`config.mk`:
```
export PLATFORM = sky130hd
export DESIGN_NAME = accCore
export DESIGN_NICKNAME = d
export VERILOG_FILES = /design/src/design/accPkg.sv /design/src/design/accIf.sv /design/src/design/accCore.sv /design/src/design/executeStage.sv /design/src/design/fetchDecode.sv /design/src/design/resultStage.sv
export SDC_FILE = /design/constraint.sdc
export NUM_CORES = 1
export LEC_CHECK = 0
export BUFFER_PORTS_ARGS = -buffer_cell sky130_fd_sc_hd__buf_2
export CAP_MARGIN = 0
export CELL_PAD_IN_SITES_DETAIL_PLACEMENT = 0
export CELL_PAD_IN_SITES_GLOBAL_PLACEMENT = 1
export CORE_ASPECT_RATIO = 0.8
export CORE_MARGIN = 2
export CORE_UTILIZATION = 45
export DETAILED_ROUTE_END_ITERATION = 12
export GPL_TIMING_DRIVEN = 0
export PLACE_DENSITY_LB_ADDON = 0.1
export SLEW_MARGIN = 20
export SYNTH_ARGS = -nofsm -noshare
export SYNTH_HDL_FRONTEND = slang
export SYNTH_HIERARCHICAL = 1
export SYNTH_SLANG_ARGS = --single-unit
```
`constraint.sdc`:
```
create_clock -name clr -period 4.7 [get_ports clr]
set_input_delay 1.175 -clock clr [delete_from_list [all_inputs] [get_ports clr]]
set_output_delay 1.175 -clock clr [all_outputs]
set_load 0.01 [all_outputs]
```
`src/design/accPkg.sv`:
```
package accPkg;

	////////////////////////////////////////////////////////////////////////////
	// Widths
	////////////////////////////////////////////////////////////////////////////

	// Accumulators and data memory bytes are both eight bits wide.
	localparam int dataWidth = 8;

	// The program counter and data addresses share one 8-bit space each.
	localparam int addrWidth = 8;

	// Every instruction is a single 16-bit word.
	localparam int instrWidth = 16;

	////////////////////////////////////////////////////////////////////////////
	// Opcodes and operation classes
	////////////////////////////////////////////////////////////////////////////

	// Codes 12 to 14 are not defined and behave as NOP.
	typedef enum logic [3:0] {
		NOP  = 4'd0,
		LDI  = 4'd1,
		ADD  = 4'd2,
		SUB  = 4'd3,
		AND  = 4'd4,
		OR   = 4'd5,
		XOR  = 4'd6,
		LD   = 4'd7,
		ST   = 4'd8,
		JMP  = 4'd9,
		BZ   = 4'd10,
		BNZ  = 4'd11,
		HALT = 4'd15
	} opcode_e;

	// The class is worked out at fetch so that execute only has to look at three bits.
	typedef enum logic [2:0] {
		aluOp,
		loadOp,
		storeOp,
		jumpOp,
		branchOp,
		haltOp,
		nopOp
	} opClass_e;

	////////////////////////////////////////////////////////////////////////////
	// Instruction word
	////////////////////////////////////////////////////////////////////////////

	// ALU form. With useAcc set, the second operand is the other accumulator.
	typedef struct packed {
		opcode_e              opcode;
		logic                 accSel;
		logic                 useAcc;
		logic [1:0]           pad;
		logic [dataWidth-1:0] imm;
	} aluForm_s;

	// Address form, used by the loads, the stores and all branches.
	typedef struct packed {
		opcode_e              opcode;
		logic                 accSel;
		logic [2:0]           pad;
		logic [addrWidth-1:0] target;
	} addrForm_s;

	// The opcode and accSel sit in the same bits in both forms.
	typedef union packed {
		aluForm_s  aluForm;
		addrForm_s addrForm;
	} instrWord_u;

endpackage

```
`src/design/accIf.sv`:
```
`timescale 1ns/10ps

////////////////////////////////////////////////////////////////////////////
// Issue register, from fetch/decode into execute
////////////////////////////////////////////////////////////////////////////

interface issueIf import accPkg::*; ();

	// Forward payload, held by fetch while stall is high.
	logic       valid;
	instrWord_u instr;
	opClass_e   opClass;

	// Control sent back by execute.
	logic                 stall;
	logic                 flush;
	logic [addrWidth-1:0] flushTarget;

	modport source (
		output valid, instr, opClass,
		input  stall, flush, flushTarget
	);

	modport sink (
		input  valid, instr, opClass,
		output stall, flush, flushTarget
	);

endinterface

////////////////////////////////////////////////////////////////////////////
// Accumulator write port, from execute into the result stage
////////////////////////////////////////////////////////////////////////////

interface resultIf import accPkg::*; ();

	// A write lands at the edge where wrEn is high.
	logic                 wrEn;
	logic                 wrAcc;
	logic [dataWidth-1:0] wrData;

	// Current accumulator contents, read back by execute.
	logic [dataWidth-1:0] accA;
	logic [dataWidth-1:0] accB;

	modport source (
		output wrEn, wrAcc, wrData,
		input  accA, accB
	);

	modport sink (
		input  wrEn, wrAcc, wrData,
		output accA, accB
	);

endinterface

```
`src/design/accCore.sv`:
```
`timescale 1ns/10ps

module accCore import accPkg::*; (
	input  logic                  clr,
	input  logic                  rst,
	output logic [addrWidth-1:0]  progAddr,
	input  logic [instrWidth-1:0] progData,
	output logic                  wbCyc,
	output logic                  wbStb,
	output logic                  wbWe,
	output logic [addrWidth-1:0]  wbAdr,
	output logic [dataWidth-1:0]  wbDatO,
	input  logic [dataWidth-1:0]  wbDatI,
	input  logic                  wbAck,
	output logic                  halted,
	output logic                  retireValid,
	output logic                  retireAcc,
	output logic [dataWidth-1:0]  retireData
);

	// Issue register between fetch and execute, and the write port into the accumulators.
	issueIf  issueBus ();
	resultIf resBus ();

	////////////////////////////////////////////////////////////////////////////
	// Stages
	////////////////////////////////////////////////////////////////////////////

	fetchDecode fetchDecode_i (
		.clr      (clr),
		.rst      (rst),
		.progAddr (progAddr),
		.progData (progData),
		.halted   (halted),
		.issue    (issueBus.source)
	);

	// Execute also owns the data bus and the halt flag.
	executeStage executeStage_i (
		.clr    (clr),
		.rst    (rst),
		.issue  (issueBus.sink),
		.res    (resBus.source),
		.wbCyc  (wbCyc),
		.wbStb  (wbStb),
		.wbWe   (wbWe),
		.wbAdr  (wbAdr),
		.wbDatO (wbDatO),
		.wbDatI (wbDatI),
		.wbAck  (wbAck),
		.halted (halted)
	);

	resultStage resultStage_i (
		.clr         (clr),
		.rst         (rst),
		.res         (resBus.sink),
		.retireValid (retireValid),
		.retireAcc   (retireAcc),
		.retireData  (retireData)
	);

endmodule

```
`src/design/executeStage.sv`:
```
`timescale 1ns/10ps

module executeStage import accPkg::*; (
	input  logic                 clr,
	input  logic                 rst,
	issueIf.sink                 issue,
	resultIf.source              res,
	output logic                 wbCyc,
	output logic                 wbStb,
	output logic                 wbWe,
	output logic [addrWidth-1:0] wbAdr,
	output logic [dataWidth-1:0] wbDatO,
	input  logic [dataWidth-1:0] wbDatI,
	input  logic                 wbAck,
	output logic                 halted
);

	// Fields of the item in execute, read through both views of the word.
	opcode_e              opcode;
	logic                 accSel;
	logic [addrWidth-1:0] target;

	// Selected accumulator, the other one, and the resolved ALU operand.
	logic [dataWidth-1:0] selAcc;
	logic [dataWidth-1:0] otherAcc;
	logic [dataWidth-1:0] operand;
	logic [dataWidth-1:0] aluResult;

	// Memory operation of either direction.
	logic isMem;

	// Access in progress. It also drives wbCyc.
	logic busy;

	// The access finishes in this cycle.
	logic memDone;

	assign opcode = issue.instr.aluForm.opcode;
	assign accSel = issue.instr.aluForm.accSel;
	assign target = issue.instr.addrForm.target;

	assign selAcc   = accSel ? res.accB : res.accA;
	assign otherAcc = accSel ? res.accA : res.accB;
	assign operand  = issue.instr.aluForm.useAcc ? otherAcc : issue.instr.aluForm.imm;

	////////////////////////////////////////////////////////////////////////////
	// ALU
	////////////////////////////////////////////////////////////////////////////

	// All results wrap at eight bits.
	always_comb begin
		case (opcode)
			ADD:     aluResult = selAcc + operand;
			SUB:     aluResult = selAcc - operand;
			AND:     aluResult = selAcc & operand;
			OR:      aluResult = selAcc | operand;
			XOR:     aluResult = selAcc ^ operand;
			default: aluResult = operand;
		endcase
	end

	////////////////////////////////////////////////////////////////////////////
	// Branches
	////////////////////////////////////////////////////////////////////////////

	// BZ and BNZ test the selected accumulator. JMP is always taken.
	always_comb begin
		issue.flush = 1'b0;
		if (issue.valid) begin
			if (issue.opClass == jumpOp) begin
				issue.flush = 1'b1;
			end else if (issue.opClass == branchOp) begin
				issue.flush = (opcode == BZ) ? (selAcc == '0) : (selAcc != '0);
			end
		end
	end

	assign issue.flushTarget = target;

	////////////////////////////////////////////////////////////////////////////
	// Wishbone classic master
	////////////////////////////////////////////////////////////////////////////

	assign isMem   = issue.valid && (issue.opClass == loadOp || issue.opClass == storeOp);
	assign memDone = busy && wbAck;

	// The pipeline is held from the first cycle the access is seen until the ack.
	assign issue.stall = isMem && !memDone;

	// Address, direction and store data are captured when the access starts
	// and stay put until the ack edge.
	always_ff @(posedge clr) begin
		if (rst) begin
			busy  <= 1'b0;
			wbStb <= 1'b0;
			wbWe  <= 1'b0;
		end else if (isMem && !busy) begin
			busy  <= 1'b1;
			wbStb <= 1'b1;
			wbWe  <= (issue.opClass == storeOp);
		end else if (memDone) begin
			busy  <= 1'b0;
			wbStb <= 1'b0;
			wbWe  <= 1'b0;
		end
	end

	always_ff @(posedge clr) begin
		if (isMem && !busy) begin
			wbAdr  <= target;
			wbDatO <= selAcc;
		end
	end

	assign wbCyc = busy;

	////////////////////////////////////////////////////////////////////////////
	// Accumulator write and halt
	////////////////////////////////////////////////////////////////////////////

	// ALU results land at the end of their only cycle. A load lands on the ack edge.
	assign res.wrEn   = (issue.valid && issue.opClass == aluOp) ||
	                    (memDone && issue.opClass == loadOp);
	assign res.wrAcc  = accSel;
	assign res.wrData = (issue.opClass == loadOp) ? wbDatI : aluResult;

	always_ff @(posedge clr) begin
		if (rst) begin
			halted <= 1'b0;
		end else if (issue.valid && issue.opClass == haltOp) begin
			halted <= 1'b1;
		end
	end

	////////////////////////////////////////////////////////////////////////////
	// Checks
	////////////////////////////////////////////////////////////////////////////

	// A strobe outside of a cycle is not legal Wishbone.
	stbInCyc: assert property (
		@(posedge clr) disable iff (rst)
		wbStb |-> wbCyc
	) else $error("wbStb high without wbCyc");

	// The slave may sample at any point up to its ack.
	busHeld: assert property (
		@(posedge clr) disable iff (rst)
		wbStb && !wbAck |=> $stable(wbAdr) && $stable(wbWe) && $stable(wbDatO)
	) else $error("Wishbone outputs changed before ack");

endmodule

```
`src/design/fetchDecode.sv`:
```
`timescale 1ns/10ps

module fetchDecode import accPkg::*; (
	input  logic                 clr,
	input  logic                 rst,
	output logic [addrWidth-1:0] progAddr,
	input  instrWord_u           progData,
	input  logic                 halted,
	issueIf.source               issue
);

	// Program counter. The program port answers within the same cycle.
	logic [addrWidth-1:0] pc;

	// Class of the word now on progData.
	opClass_e fetchClass;

	// High while a HALT sits in execute. It is consumed in that same cycle.
	logic haltIssued;

	assign progAddr = pc;

	////////////////////////////////////////////////////////////////////////////
	// Decode
	////////////////////////////////////////////////////////////////////////////

	// The opcode sits in the same bits in both instruction forms, so the
	// ALU view is good enough for classification.
	always_comb begin
		case (progData.aluForm.opcode)
			LDI, ADD, SUB, AND, OR, XOR: fetchClass = aluOp;
			LD:                          fetchClass = loadOp;
			ST:                          fetchClass = storeOp;
			JMP:                         fetchClass = jumpOp;
			BZ, BNZ:                     fetchClass = branchOp;
			HALT:                        fetchClass = haltOp;
			default:                     fetchClass = nopOp;
		endcase
	end

	assign haltIssued = issue.valid && (issue.opClass == haltOp);

	////////////////////////////////////////////////////////////////////////////
	// Program counter and valid
	////////////////////////////////////////////////////////////////////////////

	// A flush wins over everything else. The word fetched behind a taken
	// branch is dropped, and fetch restarts at the target one cycle later.
	// While stall is high nothing moves, so the item in execute stays put.
	always_ff @(posedge clr) begin
		if (rst) begin
			pc          <= '0;
			issue.valid <= 1'b0;
		end else if (issue.flush) begin
			pc          <= issue.flushTarget;
			issue.valid <= 1'b0;
		end else if (!issue.stall) begin
			if (halted || haltIssued) begin
				// Nothing more is issued once HALT reaches execute.
				issue.valid <= 1'b0;
			end else begin
				pc          <= pc + 1'b1;
				issue.valid <= 1'b1;
			end
		end
	end

	// Word and class of the fetched instruction. They hold while stall is high.
	always_ff @(posedge clr) begin
		if (!issue.stall) begin
			issue.instr   <= progData;
			issue.opClass <= fetchClass;
		end
	end

	////////////////////////////////////////////////////////////////////////////
	// Checks
	////////////////////////////////////////////////////////////////////////////

	// Execute raises halted; from then on no new item may show up here.
	haltStopsIssue: assert property (
		@(posedge clr) disable iff (rst)
		halted |=> !issue.valid
	) else $error("issue valid seen after halt");

endmodule

```
`src/design/resultStage.sv`:
```
`timescale 1ns/10ps

module resultStage import accPkg::*; (
	input  logic                 clr,
	input  logic                 rst,
	resultIf.sink                res,
	output logic                 retireValid,
	output logic                 retireAcc,
	output logic [dataWidth-1:0] retireData
);

	// Accumulator file. Entry 0 is A, entry 1 is B.
	logic [dataWidth-1:0] accFile [2];

	////////////////////////////////////////////////////////////////////////////
	// Accumulators
	////////////////////////////////////////////////////////////////////////////

	// Both accumulators start from zero after reset.
	always_ff @(posedge clr) begin
		if (rst) begin
			accFile[0] <= '0;
			accFile[1] <= '0;
		end else if (res.wrEn) begin
			accFile[res.wrAcc] <= res.wrData;
		end
	end

	// Execute sees the new value in the cycle after the write.
	assign res.accA = accFile[0];
	assign res.accB = accFile[1];

	////////////////////////////////////////////////////////////////////////////
	// Retire trace
	////////////////////////////////////////////////////////////////////////////

	// One pulse per write, one cycle after it. Together with the data this
	// gives the testbench the full order of architectural updates.
	always_ff @(posedge clr) begin
		if (rst) begin
			retireValid <= 1'b0;
		end else begin
			retireValid <= res.wrEn;
		end
	end

	// Accumulator index and value of the last write.
	always_ff @(posedge clr) begin
		if (res.wrEn) begin
			retireAcc  <= res.wrAcc;
			retireData <= res.wrData;
		end
	end

endmodule

```
# Word level (Yosys, flattened, before mapping)
# Memories as Yosys holds them, arrays and structs flattened. A register that Yosys moved wholly into a read port is not among the register bits.
# Cells that the tools add are included.
totals:
  register_bits: 54
  ramBits: 16
  rom_bits: 48
  input_bits: 27
  out_inout_bits: 38
  word_cells: 76
  n_memories: 2
mem_list:
  columns: ["name", "depth", "width", "rd", "rd_clocked_by_memory_dff", "write_ports", "line", "rtl"]
  rows:
  - ["(name not given)", 16, 3, 1, 1, 0, "fetchDecode.sv:30", "case (progData.aluForm.opcode)"]
  - ["resultStage_i.accFile", 2, 8, 2, 0, 2, "resultStage.sv:13", "logic [dataWidth-1:0] accFile [2];"]
classes:
  addsub: 3
  eq_ne: 13
  n_mux: 24
  bitwise_logic: 3
  n_reduce_logical: 20
op_table:
  columns: ["cell", "count"]
  rows:
  - ["2-to-1 mux 8 bit", 8]
  - ["one-hot mux 8 bit (5 select lines)", 1]
  - ["2-to-1 mux 1 bit", 15]
  - ["equality test 4 x 3 -> 1 bit (second input constant)", 3]
  - ["adder 8 x 1 -> 8 bit (second input constant)", 1]
  - ["adder 8 bit", 1]
  - ["bitwise AND 8 bit", 1]
  - ["equality test 4 x 2 -> 1 bit (second input constant)", 2]
  - ["zero test 8 bit", 1]
  - ["OR 8 bit", 1]
  - ["nonzero test 8 bit", 1]
  - ["OR reduction 8 bit", 1]
  - ["subtractor 8 bit", 1]
  - ["bitwise XOR 8 bit", 1]
  - ["logical AND 1 bit", 7]
  - ["equality test 3 x 2 -> 1 bit (second input constant)", 2]
  - ["equality test 3 bit (second input constant)", 2]
  - ["equality test 4 bit (second input constant)", 1]
  - ["inequality test 2 x 1 -> 1 bit (second input constant)", 2]
  - ["equality test 3 x 1 -> 1 bit (second input constant)", 1]
  - ["zero test 1 bit", 3]
  - ["zero test 3 bit", 1]
  - ["logical OR 1 bit", 3]
  - ["AND reduction 2 bit", 1]
  - ["other kinds (2)", 2]

# Logic depth before layout (Yosys ltp)
# Gate-level depths: netlist of the first run.
logic_depth:
  ltp_word: 8
  ltp_mapped: 18
  ltp_nobuf: 16

# Cells and area by module
# The synthesis of the first run kept the hierarchy.
modules_own_cells:
  columns: ["module", "n_inst", "cells_each", "area_each_um2", "seq_area_each_um2"]
  rows:
  - ["executeStage", 1, 258, 2199.6, 540.5]
  - ["fetchDecode", 1, 92, 1148.6, 750.7]
  - ["resultStage", 1, 59, 947.2, 770.7]

# Least setup slack after synthesis of the first run
# Ideal clock, no wire load.
synth_timing:
  kind: "register to register"
  start: "register fetchDecode_i.issue.instr[11]"
  end: "memory resultStage_i.accFile[1][4] (data pin)"
  setup_ns: 0.254
  t_arrival_ns: 3.052
  t_required_ns: 4.446
  slack_ns: 1.394
  path_stages_with_launch: 16
  n_path_buf: 1
  synth_period_minus_slack_ns: 3.306
  cell_sequence: "edfxtp_1 > buf_6 > mux2i_1 > a21oi_1 > inv_1 > ha_1 > mux2i_1 > fa_1 > a21o_1 > a21oi_1 > xnor2_1 > a221oi_1 > a21oi_1 > mux2_2 > nand2_1 > nor2_1"
synth_rtl:
  columns: ["item", "line", "rtl"]
  rows:
  - ["start, declared", "accIf.sv:20", "output valid, instr, opClass,"]
  - ["start signal, assigned", "fetchDecode.sv:71", "issue.instr <= progData;"]
  - ["end, declared", "resultStage.sv:13", null]

==> results of run 1 <==
==> layout make-up <==
class	count	area, um2
plain buffers	26	166.4
clock buffers	9	225.2
clock inverters	7	105.1
fillers	807	4076
inverters	30	112.6
multi-input cells	280	1962
flip-flops and latches	71	2002
well taps	115	143.9
repair buffers	63	321.6
==> metrics by stage <==
| step | cell area (um2) | hold slack [ns] | util (%) | total power (uW) |
|---|---|---|---|---|
| floorplan | 4235 | 0.4524 | - | 1296 |
| global placement | 4690 | 0.4765 | 51.45 | 1483 |
| detailed placement | 4708 | 0.4907 | 51.65 | 1492 |
| CTS | 5039 | 0.5053 | 55.28 | 2260 |
| global route | 5039 | 0.5181 | 55.28 | 2368 |
| finish | 5039 | 0.5024 | 55.28 | 2243 |
==> final timing paths <==
kind,endpoint,slack (ns),depth (start not counted)
hold / removal,executeStage_i/wbAdr[5],0.50,0
setup reg to reg,resultStage_i/accFile[1][6],0.60,15
hold reg to reg,executeStage_i/wbAdr[5],0.50,0
setup / recovery,resultStage_i/accFile[1][6],0.60,15
==> state kept, by name, summed over array words and instances (netlist names) <==
name and count:
fetchDecode_i/issue.opClass 3, fetchDecode_i/issue.valid 1, fetchDecode_i/progAddr 8, executeStage_i/wbCyc 1
resultStage_i/accFile 16, resultStage_i/retireAcc 1, resultStage_i/retireValid 1, executeStage_i/wbWe 1
executeStage_i/halted 1, resultStage_i/retireData 8, fetchDecode_i/issue.instr 14, executeStage_i/wbDatO 8
executeStage_i/wbAdr 8
==> routing by layer <==
layer / global-route usage, % / up-vias / wire (um)
met2: 28.61 / 90 / 4263
li1: - / 1596 / -
met5: 0 / - / 0
met4: 6.402 / 0 / 123
met3: 6.644 / 7 / 719
met1: 31.80 / 1495 / 4986
==> worst register-to-register path, stage by stage, from the launching register on <==
cell and delay [ns]:
edfxtp_1 0.39, clkbuf_1 0.24, nor3b_2 0.59, and2_0 0.20
clkbuf_1 0.23, mux2i_1 0.17, fa_1 0.46, a21o_1 0.18
a21oi_1 0.22, o21bai_1 0.10, a21oi_1 0.17, xnor2_1 0.17
a21oi_1 0.11, a311oi_1 0.46, nand2_1 0.16, nor2_1 0.12
==> power by group <==
group | switching [uW] | internal (uW)
Sequential | 57.3 | 774
Combinational | 392 | 268
Clock | 279 | 472
==> impl_metrics.ini, run 1 <==
[timing]
fin_crit_sh_pct = 87.20
final_hold_viol_count = 0
relSlewSlack_pct = 38.47
worst_slew_pin_slew_ns = 0.9180
skew_ns = 0.007558
drv_slew = 0
post-route-min-period_ns = 4.099
layout_setup_ws_ns = 0.6014
max_freq_mhz = 244.0
timing.setup.tns_ns = 0
rsz0062_at_grt = false
setup_viol = 0

[worst_setup_path]
crit_start = fetchDecode_i/issue.instr[14]
critPathKind = reg -> reg
crit_chain = clkbuf_1, nor3b_2, and2_0, clkbuf_1, mux2i_1, fa_1, a21o_1, a21oi_1, o21bai_1, a21oi_1, xnor2_1, a21oi_1, a311oi_1, nand2_1, nor2_1
path_max_fanout = 10
cp_slowest_cell = nor3b_2
start_kind = flop
r2r_start = fetchDecode_i/issue.instr[14]
path_delay_family = compound AO/OA/AOI/OAI gates
end_kind = flop
worstPathRequired_ns = 4.91
critPathArrivalTime_ns = 4.31
path_common_cell = a21oi_1
cpPeakStageDelay_ns = 0.59
critPathBufInv = 2

[final_layout]
layout_common_cells = buf_2 (66), edfxtp_1 (58), nor2_1 (44)
diodes = 0
syn_to_final_growth_pct = 18.97
layout_commonest_cell = buf_2
finalNonFillerCells = 601
nets = 535
drive_above_1_share_pct = 25.93

[clock_tree]
clk_path_buf_depth = 2
holdBufCountCts = 0
cts_sinks = 71
cts_tree = yes
htree_levels = 3
root_buffer = clkbuf_16
insertion_delay_ns = 0.34
cts_buffers = 9
post_cts_buffers = 0
cts_resized = 0
clkTransAtPathRegs_ns = 0.06

[power]
leakage_uw = 0.002139
p_per_area_mw_per_mm2 = 445.1
irDropWorstVdd_v = 0.0002802

[global_routing]
grt_max_degree = 18
grt_use_total_pct = 21.08
overflow = 0
grt_pass1_vias = 3028
grt_first_pass_wirelength_mm = 16.36
antenna_found_initial = 0

[flow_run]
drv_cap = 0

[yosys]
syn-instance-count = 407
synth_warnings = 6
syn-num-nets = 461
netlist_area_mm2 = 0.004235
avgSynthCellArea_um2 = 10.41

[detailed_routing]
postRouteAntennaNets = 0
avgRoutedWirePerCell_um = 16.79
detail_route.vias_per_cell = 5.304
drc = 0
routed_wl_mm = 10.09
drt_iter0_drc = 190
vias = 3188
firstDrtPassIters = 4

[floorplanning]
die_h_um = 90.77
io_pins = 65
start_util_pct = 46.47
std_cell_rows = 31
core_area_mm2 = 0.009115
dieArea_mm2 = 0.01021
fp.dieW_um = 112.5

[outcome]
status = finished clean

[hold_path]
hp-class = reg -> reg
worstHoldStart = fetchDecode_i/issue.instr[5]

[placed_design]
dp_slack_ns = 0.6727
gp_congestion = 0.8514
io_buffers = 62
dp.cells = 585
dp_hpwl_mm = 7.576
(Power assumes the default switching activity.)
==> run 2: changes to the inputs <==
GPL_TIMING_DRIVEN = default   (was 0)
MAX_ROUTING_LAYER = met4   (was default)
==> run 2 against run 1 <==
Effect of this change: clock skew increased by 0.00080 ns; worst setup slack improved by 0.023 ns; maximum frequency grew 0.57%; core utilization decreased by 1.5 points; flip-flop and latch count unchanged; via count decreased by 1.8%; clock power fell by 1%; register-to-register slack better by 0.02 ns; sequential share of layout area increased by 1.1 points.
==> impl_metrics.ini, run 2 (synthesis gave the netlist of run 1 again) <==
[clock_tree]
cts_tree = yes
post_cts_buffers = 0
holdBufCountCts = 0
root_buffer = clkbuf_16
cts_buffers = 9
cts_sinks = 71
cts_resized = 0
clkTransAtPathRegs_ns = 0.06
htree_levels = 3
clk_path_buf_depth = 2
insertion_delay_ns = 0.34

[placed_design]
io_buffers = 62
dp_slack_ns = 0.7575
gp_congestion = 0.8488
placed_area_mm2 = 0.004581
dp_hpwl_mm = 7.484

[timing]
drv_slew = 0
final_hold_viol_count = 0
relSlewSlack_pct = 42.95
max_freq_mhz = 245.4
skew_ns = 0.008359
rsz0062_at_grt = false
worst_slew_pin_slew_ns = 0.8510
timing.setup.tns_ns = 0
fin_crit_sh_pct = 86.71
layout_setup_ws_ns = 0.6248
post-route-min-period_ns = 4.075
setup_viol = 0
whs_ns = 0.5171

[worst_setup_path]
critPathArrivalTime_ns = 4.27
critPathKind = reg -> reg
start_kind = flop
critPathBufInv = 1
r2r_start = fetchDecode_i/issue.instr[11]
end_kind = flop
worstPathRequired_ns = 4.89
cp_slowest_cell = edfxtp_1
path_delay_family = compound AO/OA/AOI/OAI gates
cpPeakStageDelay_ns = 0.56
crit_chain = mux2i_1, a21oi_1, inv_1, ha_1, mux2i_1, ha_1, nor2b_1, o21ai_0, a21oi_1, o41ai_1, xnor2_1, o21ai_1, nand2_1, nor2_1
crit_start = fetchDecode_i/issue.instr[11]
path_max_fanout = 8

[power]
p_per_area_mw_per_mm2 = 450.6
irDropWorstVdd_v = 0.0002350
leakage_uw = 0.002066

[final_layout]
layout_common_cells = buf_2 (62), edfxtp_1 (58), nor2_1 (45)
multiInputGateArea_mm2 = 0.001959
fill_cells = 827
nets = 515
utilization_pct = 53.80
layout_commonest_cell = buf_2
regMostFlops = resultStage_i/accFile
drive_above_1_share_pct = 24.03
diodes = 0
reg_top3 = resultStage_i/accFile: 16 flops, fetchDecode_i/issue.instr: 14 flops
final_area_mm2 = 0.004903
seqCellArea_mm2 = 0.002002
largest_register_ffs = 16
syn_to_final_growth_pct = 15.78

[global_routing]
antenna_found_initial = 0
grt_use_total_pct = 21.28
overflow = 0
grt_pass1_vias = 2925
grt_max_degree = 22
grt_first_pass_wirelength_mm = 16.24

[detailed_routing]
detail_route.vias_per_cell = 5.389
avgRoutedWirePerCell_um = 17.38
vias = 3131
drc = 0
firstDrtPassIters = 5
postRouteAntennaNets = 0
drt_iter0_drc = 182
routed_wl_mm = 10.10

[floorplanning]
fp.dieW_um = 112.5
core_area_mm2 = 0.009115
die_h_um = 90.77
io_pins = 65
start_util_pct = 46.47
dieArea_mm2 = 0.01021
std_cell_rows = 31

[hold_path]
worstHoldStart = fetchDecode_i/issue.instr[3]
hp-class = reg -> reg

[flow_run]
drv_cap = 0

[outcome]
status = finished clean
-- run 2: cell types whose count changed in the layout (fill, tap and decap cells not counted), sizes merged --
cell,before,now
clkbuf,16,10
inv,32,31
buf,82,69
-- run 2: area by class of cell --
type	count	share of cell area, %
sequential	71	40.83
timing repair buffer	69	7.400
multi-input combinational	280	39.96
tap	115	2.934
clock inverter	6	1.914
clock buffer	10	4.670
inverter	30	2.297
-- run 2: final timing paths --
path | end | cells past startpoint | slack [ns]
min reg2reg | executeStage_i/wbAdr[3] | 0 | 0.52
max reg2reg | resultStage_i/accFile[1][7] | 14 | 0.62
max | resultStage_i/accFile[1][7] | 14 | 0.62
min | executeStage_i/wbAdr[3] | 0 | 0.52
-- run 2: per-stage QoR --
| stage | total power [uW] | instances |
|---|---|---|
| after global routing | 2339 | 581 |
| after floorplan | 1296 | 407 |
| after CTS | 2226 | 581 |
| final | 2210 | 581 |
| after detailed placement | 1471 | 565 |
| after global placement | 1463 | 565 |
-- run 2: power by group --
part	switching [uW]	internal [uW]	total (uW)	leakage, uW
Sequential	65.4	775	840	0.000681
Combinational	375	252	628	0.00123
Clock	273	468	742	0.000153
Total	714	1500	2210	0.00207
-- run 2: per-layer routing --
metal / vias up / GRT usage, % / wire, um
met5: - / - / 0
met4: 0 / 5.691 / 123
met3: 10 / 5.570 / 536
met2: 83 / 28.21 / 4161
met1: 1480 / 31.98 / 5276
li1: 1558 / - / -
-- run 2: worst register-to-register path, delay by kind of cell (launching register included) --
kind,cells,cell delay [ns]
xor+xnor,1,0.15
compound gates,5,1.62
mux,2,0.42
buf+inv,1,0.15
fa+ha+maj,2,0.57
simple gates,3,0.43
flops,1,0.56
